==> src/verilog/pipeline_types.sv <==
package pipeline_types;

    // One machine word of the integer pipeline
    typedef logic [31:0] bus32_t;

    // Divide opcodes as posted by the execute stage
    typedef enum logic {
        OP_DIVU = 1'b0,
        OP_DIV  = 1'b1
    } div_op_t;

    // Divider FSM states
    typedef enum logic [1:0] {
        DIV_FREE    = 2'd0,
        DIV_BY_ZERO = 2'd1,
        DIV_ON      = 2'd2,
        DIV_END     = 2'd3
    } div_state_t;

endpackage
==> src/verilog/div.sv <==
`timescale 1ns/1ps

module div
    import pipeline_types::*;
(
    input  logic        clk,
    input  logic        rst,
    input  logic        div_start,
    input  logic        div_signed,
    input  bus32_t      div_a,
    input  bus32_t      div_b,
    output logic        div_done,
    output logic [63:0] div_result
);
    div_state_t state;

    logic [5:0]  cnt;
    bus32_t      rem;
    bus32_t      quo;
    bus32_t      divisor;
    logic [33:0] trial;

    bus32_t mag_a;
    bus32_t mag_b;
    logic   neg_quo;
    logic   neg_rem;

    // Operand magnitudes for the signed opcode
    assign mag_a = (div_signed && div_a[31]) ? (~div_a + 1'b1) : div_a;
    assign mag_b = (div_signed && div_b[31]) ? (~div_b + 1'b1) : div_b;

    assign neg_quo = div_signed && (div_a[31] ^ div_b[31]);
    assign neg_rem = div_signed && div_a[31];

    // Shifted partial remainder minus divisor
    // A set bit 33 means restore
    assign trial = {1'b0, rem, quo[31]} - {2'b00, divisor};

    always_ff @(posedge clk) begin
        if (rst) begin
            state      <= DIV_FREE;
            cnt        <= '0;
            div_done   <= 1'b0;
            div_result <= '0;
        end else begin
            case (state)
                DIV_FREE: begin
                    div_done   <= 1'b0;
                    div_result <= '0;
                    if (div_start) begin
                        cnt <= '0;
                        if (div_b == '0) begin
                            state <= DIV_BY_ZERO;
                        end else begin
                            rem     <= '0;
                            quo     <= mag_a;
                            divisor <= mag_b;
                            state   <= DIV_ON;
                        end
                    end
                end
                DIV_BY_ZERO: begin
                    rem   <= '0;
                    quo   <= '0;
                    state <= DIV_END;
                end
                DIV_ON: begin
                    if (cnt != 6'd32) begin
                        if (trial[33]) begin
                            rem <= {rem[30:0], quo[31]};
                            quo <= {quo[30:0], 1'b0};
                        end else begin
                            rem <= trial[31:0];
                            quo <= {quo[30:0], 1'b1};
                        end
                        cnt <= cnt + 1'b1;
                    end else begin
                        // Sign fix-up where the remainder follows the dividend
                        if (neg_quo) begin
                            quo <= ~quo + 1'b1;
                        end
                        if (neg_rem) begin
                            rem <= ~rem + 1'b1;
                        end
                        cnt   <= '0;
                        state <= DIV_END;
                    end
                end
                DIV_END: begin
                    div_done   <= 1'b1;
                    div_result <= {rem, quo};
                    if (!div_start) begin
                        div_done   <= 1'b0;
                        div_result <= '0;
                        state      <= DIV_FREE;
                    end
                end
                default: begin
                    state <= DIV_FREE;
                end
            endcase
        end
    end

    // Done is only ever an answer to a start held by the issuer
    assert property (@(posedge clk) disable iff (rst) $rose(div_done) |-> div_start);

    // Operands are read again at fix-up time
    assert property (@(posedge clk) disable iff (rst)
        div_start && $past(div_start) |-> $stable(div_a) && $stable(div_b)
            && $stable(div_signed));

endmodule

==> src/verilog/div_issue.sv <==
`timescale 1ns/1ps

module div_issue
    import pipeline_types::*;
(
    input  logic    clk,
    input  logic    rst,
    input  logic    fifo_empty,
    input  div_op_t fifo_op,
    input  bus32_t  fifo_a,
    input  bus32_t  fifo_b,
    input  logic    div_done,
    output logic    fifo_pop,
    output logic    div_start,
    output logic    div_signed,
    output bus32_t  div_a,
    output bus32_t  div_b,
    output logic    busy
);
    typedef enum logic [1:0] {
        ISS_IDLE,
        ISS_RUN,
        ISS_DRAIN
    } iss_state_t;

    iss_state_t state;
    div_op_t    hold_op;

    assign div_signed = (hold_op == OP_DIV);
    assign busy       = (state != ISS_IDLE) || !fifo_empty;

    // Holding registers for the request in flight
    always_ff @(posedge clk) begin
        if (state == ISS_IDLE && !fifo_empty) begin
            hold_op <= fifo_op;
            div_a   <= fifo_a;
            div_b   <= fifo_b;
        end
    end

    always_ff @(posedge clk) begin
        if (rst) begin
            state     <= ISS_IDLE;
            div_start <= 1'b0;
            fifo_pop  <= 1'b0;
        end else begin
            fifo_pop <= 1'b0;
            case (state)
                ISS_IDLE: begin
                    if (!fifo_empty) begin
                        div_start <= 1'b1;
                        fifo_pop  <= 1'b1;
                        state     <= ISS_RUN;
                    end
                end
                ISS_RUN: begin
                    if (div_done) begin
                        div_start <= 1'b0;
                        state     <= ISS_DRAIN;
                    end
                end
                ISS_DRAIN: begin
                    // Divider must see a fresh start edge
                    if (!div_done) begin
                        state <= ISS_IDLE;
                    end
                end
                default: begin
                    state <= ISS_IDLE;
                end
            endcase
        end
    end

endmodule

==> src/verilog/div_req_fifo.sv <==
`timescale 1ns/1ps

module div_req_fifo
    import pipeline_types::*;
#(
    parameter int FIFO_DEPTH = 4
) (
    input  logic    clk,
    input  logic    rst,
    input  logic    push,
    input  logic    pop,
    input  div_op_t in_op,
    input  bus32_t  in_a,
    input  bus32_t  in_b,
    output logic    full,
    output logic    empty,
    output div_op_t out_op,
    output bus32_t  out_a,
    output bus32_t  out_b
);
    localparam int PTR_W = $clog2(FIFO_DEPTH);

    div_op_t mem_op [FIFO_DEPTH];
    bus32_t  mem_a  [FIFO_DEPTH];
    bus32_t  mem_b  [FIFO_DEPTH];

    logic [PTR_W-1:0] wr_ptr;
    logic [PTR_W-1:0] rd_ptr;
    logic [PTR_W:0]   count;

    logic do_push;
    logic do_pop;

    assign full  = (count == FIFO_DEPTH[PTR_W:0]);
    assign empty = (count == '0);

    assign do_push = push && !full;
    assign do_pop  = pop && !empty;

    // Head of queue falls through
    assign out_op = mem_op[rd_ptr];
    assign out_a  = mem_a[rd_ptr];
    assign out_b  = mem_b[rd_ptr];

    always_ff @(posedge clk) begin
        if (do_push) begin
            mem_op[wr_ptr] <= in_op;
            mem_a[wr_ptr]  <= in_a;
            mem_b[wr_ptr]  <= in_b;
        end
    end

    // Pointers wrap naturally, depth is a power of two
    always_ff @(posedge clk) begin
        if (rst) begin
            wr_ptr <= '0;
            rd_ptr <= '0;
            count  <= '0;
        end else begin
            if (do_push) begin
                wr_ptr <= wr_ptr + 1'b1;
            end
            if (do_pop) begin
                rd_ptr <= rd_ptr + 1'b1;
            end
            case ({do_push, do_pop})
                2'b10:   count <= count + 1'b1;
                2'b01:   count <= count - 1'b1;
                default: count <= count;
            endcase
        end
    end

    // Requests posted against a full queue are lost
    assert property (@(posedge clk) disable iff (rst) push |-> !full);

    assert property (@(posedge clk) disable iff (rst) pop |-> !empty);

endmodule

==> src/verilog/div_unit.sv <==
`timescale 1ns/1ps

module div_unit
    import pipeline_types::*;
#(
    parameter int FIFO_DEPTH = 4
) (
    input  logic    clk,
    input  logic    rst,
    input  logic    req_valid,
    input  div_op_t req_op,
    input  bus32_t  req_a,
    input  bus32_t  req_b,
    output logic    req_ready,
    output bus32_t  hi,
    output bus32_t  lo,
    output logic    result_valid,
    output logic    busy
);
    logic    fifo_full;
    logic    fifo_empty;
    logic    fifo_pop;
    div_op_t fifo_op;
    bus32_t  fifo_a;
    bus32_t  fifo_b;

    logic        div_start;
    logic        div_signed;
    bus32_t      div_a;
    bus32_t      div_b;
    logic        div_done;
    logic [63:0] div_result;

    assign req_ready = !fifo_full;

    div_req_fifo #(
        .FIFO_DEPTH(FIFO_DEPTH)
    ) u_fifo (
        .clk   (clk),
        .rst   (rst),
        .push  (req_valid),
        .pop   (fifo_pop),
        .in_op (req_op),
        .in_a  (req_a),
        .in_b  (req_b),
        .full  (fifo_full),
        .empty (fifo_empty),
        .out_op(fifo_op),
        .out_a (fifo_a),
        .out_b (fifo_b)
    );

    div_issue u_issue (
        .clk       (clk),
        .rst       (rst),
        .fifo_empty(fifo_empty),
        .fifo_op   (fifo_op),
        .fifo_a    (fifo_a),
        .fifo_b    (fifo_b),
        .div_done  (div_done),
        .fifo_pop  (fifo_pop),
        .div_start (div_start),
        .div_signed(div_signed),
        .div_a     (div_a),
        .div_b     (div_b),
        .busy      (busy)
    );

    div u_div (
        .clk       (clk),
        .rst       (rst),
        .div_start (div_start),
        .div_signed(div_signed),
        .div_a     (div_a),
        .div_b     (div_b),
        .div_done  (div_done),
        .div_result(div_result)
    );

    hilo_reg u_hilo (
        .clk         (clk),
        .rst         (rst),
        .div_done    (div_done),
        .div_result  (div_result),
        .hi          (hi),
        .lo          (lo),
        .result_valid(result_valid)
    );

endmodule

==> src/verilog/hilo_reg.sv <==
`timescale 1ns/1ps

module hilo_reg
    import pipeline_types::*;
(
    input  logic        clk,
    input  logic        rst,
    input  logic        div_done,
    input  logic [63:0] div_result,
    output bus32_t      hi,
    output bus32_t      lo,
    output logic        result_valid
);
    logic done_q;
    logic done_rise;

    // Done stays high until start drops, capture only once
    assign done_rise = div_done && !done_q;

    always_ff @(posedge clk) begin
        if (rst) begin
            done_q       <= 1'b0;
            hi           <= '0;
            lo           <= '0;
            result_valid <= 1'b0;
        end else begin
            done_q       <= div_done;
            result_valid <= done_rise;
            if (done_rise) begin
                hi <= div_result[63:32];
                lo <= div_result[31:0];
            end
        end
    end

endmodule

==> config.mk <==
export PLATFORM = sky130hd
export DESIGN_NAME = div_unit
export DESIGN_NICKNAME = d
export VERILOG_FILES = /design/src/verilog/pipeline_types.sv /design/src/verilog/div.sv /design/src/verilog/div_issue.sv /design/src/verilog/div_req_fifo.sv /design/src/verilog/div_unit.sv /design/src/verilog/hilo_reg.sv
export SDC_FILE = /design/constraint.sdc
export NUM_CORES = 1
export LEC_CHECK = 0
export BUFFER_PORTS_ARGS = -buffer_cell sky130_fd_sc_hd__clkbuf_2
export CORE_MARGIN = 2
export CORE_UTILIZATION = 55
export CTS_CLUSTER_SIZE = 8
export DETAILED_ROUTE_END_ITERATION = 10
export PLACE_DENSITY_LB_ADDON = 0.1
export SYNTH_ARGS = -nofsm -noshare
export SYNTH_HDL_FRONTEND = slang
export SYNTH_SLANG_ARGS = --single-unit
==> constraint.sdc <==
create_clock -name clk -period 14.4 [get_ports clk]
set_clock_uncertainty 0.15 [all_clocks]
set_input_delay 2.88 -clock clk [delete_from_list [all_inputs] [get_ports clk]]
set_output_delay 2.88 -clock clk [all_outputs]
set_load 0.02 [all_outputs]
==> impl_metrics.yaml <==
status:
  status: "finished clean"
power_and_ir_drop:
  seqPwrFrac: 0.441
  power.switching_mw: 1.68
  power_mw: 5.34
  cell_internal_pwr_mw: 3.65
  p_comb_frac: 0.237
  p_clk_frac: 0.322
  switching_share: 0.315
  power_density_nw_per_um2: 187
  ir_drop_mv: 0.126
  cellLeakagePower_nw: 9.93
yosys:
  synth_area_leader_cell: "edfxtp_1"
  syn_inst: 1924
  syn_avg_cell_area_um2: 13.0
  synth-warning-count: 0
  synth_most_common_cell: "edfxtp_1"
  synth-edff-count: 421
  synth_area_um2: 25000
  syn-num-nets: 2041
  synth-async-reset-ratio: 0
  synth_cell_types: 90
  yosysTopAreaCellShare: 0.506
  synthFlopType: "edfxtp_1"
  synthTopCellsByArea: "edfxtp_1 (51%), dfxtp_1 (12%), mux4_2 (5.9%)"
  yosys_register_bits: 571
  synthTopCellsByCount: "edfxtp_1 (421), nand2_1 (209), a21oi_1 (151)"
  ys_seq_area_frac: 0.626
placed_design:
  dp_hpwl_um: 34700
  port_buffers: 134
  gp_congestion: 0.845
global_routing:
  gr-usage-all-layers: 0.226
  first_global_vias: 15127
  grt_pass1_wl_um: 83800
  grt_max_degree: 83
  grt_overflow: 0
  grt_antenna_before_repair: 2
layout:
  drive_above_1_share: 0.165
  final_nets: 2177
  syn_to_final_growth_pct: 14.1
  n_antenna_cell: 0
floorplan:
  io_pins: 135
  core_um2: 45100
  die_w_um: 217
  die_area_um2: 47100
  rows: 78
  start_util: 0.554
  die_y_um: 217
clock_network:
  cts.path.max_buffers: 3
  cts_buffers: 81
  cts.reportedPaths.clkPinSlew_ps: 50
  cts_root_buf: "clkbuf_16"
  cts_tree: "done"
  cts_hold_buf: 0
  post_cts_buffers: 0
  cts.sinks: 571
  htreeDepth: 3
  cts_resized: 0
  clk-insertion-delay-late_ps: 600
timing:
  hold_viol: 0
  period_needed_ps: 4930
  rsz0062_at_grt: "false"
  tightestPinTransition_ps: 1170
  clock.fmax_mhz: 203
  finalSetupViolCount: 0
  setup_tns_ps: 0
  finalCritPeriodShare: 0.342
  relSlewSlack: 0.220
  maxSlewViolCount: 0
route:
  wl_per_cell_um: 19.3
  dr.pass1.iters: 5
  drc: 0
  drtIter0Drc: 1347
  routed_via_density: 5.75
  postRouteWirelength_um: 52100
  antenna_left: 0
  via_count: 15526
setup_path:
  critPathKind: "flop to primary output"
  r2r_slack_ps: 10460
  cp.required_ps: 11370
  crit_arrival_ps: 1900
  start_kind: "flop"
  critPathMaxFanout: 5
  endpoint_kind: "primary output"
min_path:
  hp-class: "flop to flop"
run:
  cap_viol_max_count: 0
## registers in the layout, summed over array words and instances, names as in the netlist, 2 cells and up
name and count:
u_fifo.mem_a 128, u_fifo.mem_b 128, u_div.div_result 64, u_div.divisor 32, u_div.quo 32, u_div.rem 32, u_hilo.hi 32, u_hilo.lo 32
u_issue.div_a 32, u_issue.div_b 32, u_div.cnt 6, u_fifo.mem_op 4, u_fifo.count 3, u_div.state 2, u_fifo.rd_ptr 2, u_fifo.wr_ptr 2
u_issue.state 2
## cells by family after synthesis
group | after synthesis | share of synthesized area
flip-flops | 571 | 0.626
AND/OR/NAND/NOR | 484 | 0.0958
multiplexers | 86 | 0.0671
buffers and inverters | 171 | 0.0272
adder cells (fa/ha/maj) | 49 | 0.0251
AO/OA/AOI/OAI | 436 | 0.114
XOR/XNOR | 127 | 0.0445
## cell usage in the layout, fill, tap and decap left out, types with 49 or more instances in the layout
master	instances
clkbuf_2	134
inv_1	70
dfxtp_1	148
xor2_1	59
nand2_1	209
o21ai_0	49
mux4_2	65
edfxtp_1	421
nor2_1	82
clkbuf_16	83
xnor2_1	68
a22o_1	66
a21oi_1	151
## power by group through the flow
stage          Clock [mW]  Combinational (mW)  Sequential (mW)
4_1_cts              1.76                1.26             2.35
3_5_place_dp            0                1.25             2.38
2_1_floorplan           0               0.998             2.27
5_1_grt              1.83                1.41             2.38
3_3_place_gp            0                1.24             2.37
6_report             1.72                1.27             2.35
## area by class of cell
cell class	instances	area (µm²)
inverters	70	263
fillers	3454	16600
well taps	600	751
clock inverters	5	109
repair buffers	154	821
multi-input cells	1182	8710
clock buffers	118	2210
flip-flops and latches	571	15700
## per-layer routing
layer  global-route usage  vias up  share of wire
met4               0.0699        4          0.018
met5                    0        -        0.00046
met2                0.327      379           0.43
met1                0.348     7503           0.49
li1                     -     7570              -
met3               0.0429       70          0.055
## critical path, cell delays in order (launching register included)
cell,delay [ps]
dfxtp_1,330
or3_1,400
or3_1,380
clkbuf_2,180
## metrics by stage
step | std cells | hold slack [ps] | util | area (µm²) | setup WS (ps)
after floorplan | 1924 | 257 | - | 25000 | 8830
after global placement | 2577 | 293 | 0.581 | 26200 | 9610
after detailed placement | 2577 | 297 | 0.581 | 26200 | 9580
after CTS | 2700 | 303 | 0.632 | 28500 | 9400
after global routing | 2700 | 316 | 0.632 | 28500 | 9370
final | 2700 | 299 | 0.632 | 28500 | 9470
## path summary, 6_finish.rpt
check,startpoint,to,cells past startpoint
setup / recovery,u_fifo.count[2],busy,3
hold / removal,u_hilo.hi[28],u_hilo.hi[28],2
setup reg to reg,u_div.quo[31],u_div.rem[24],11
hold reg to reg,u_hilo.hi[28],u_hilo.hi[28],2
Note: power is estimated with default switching activity, not from simulation.
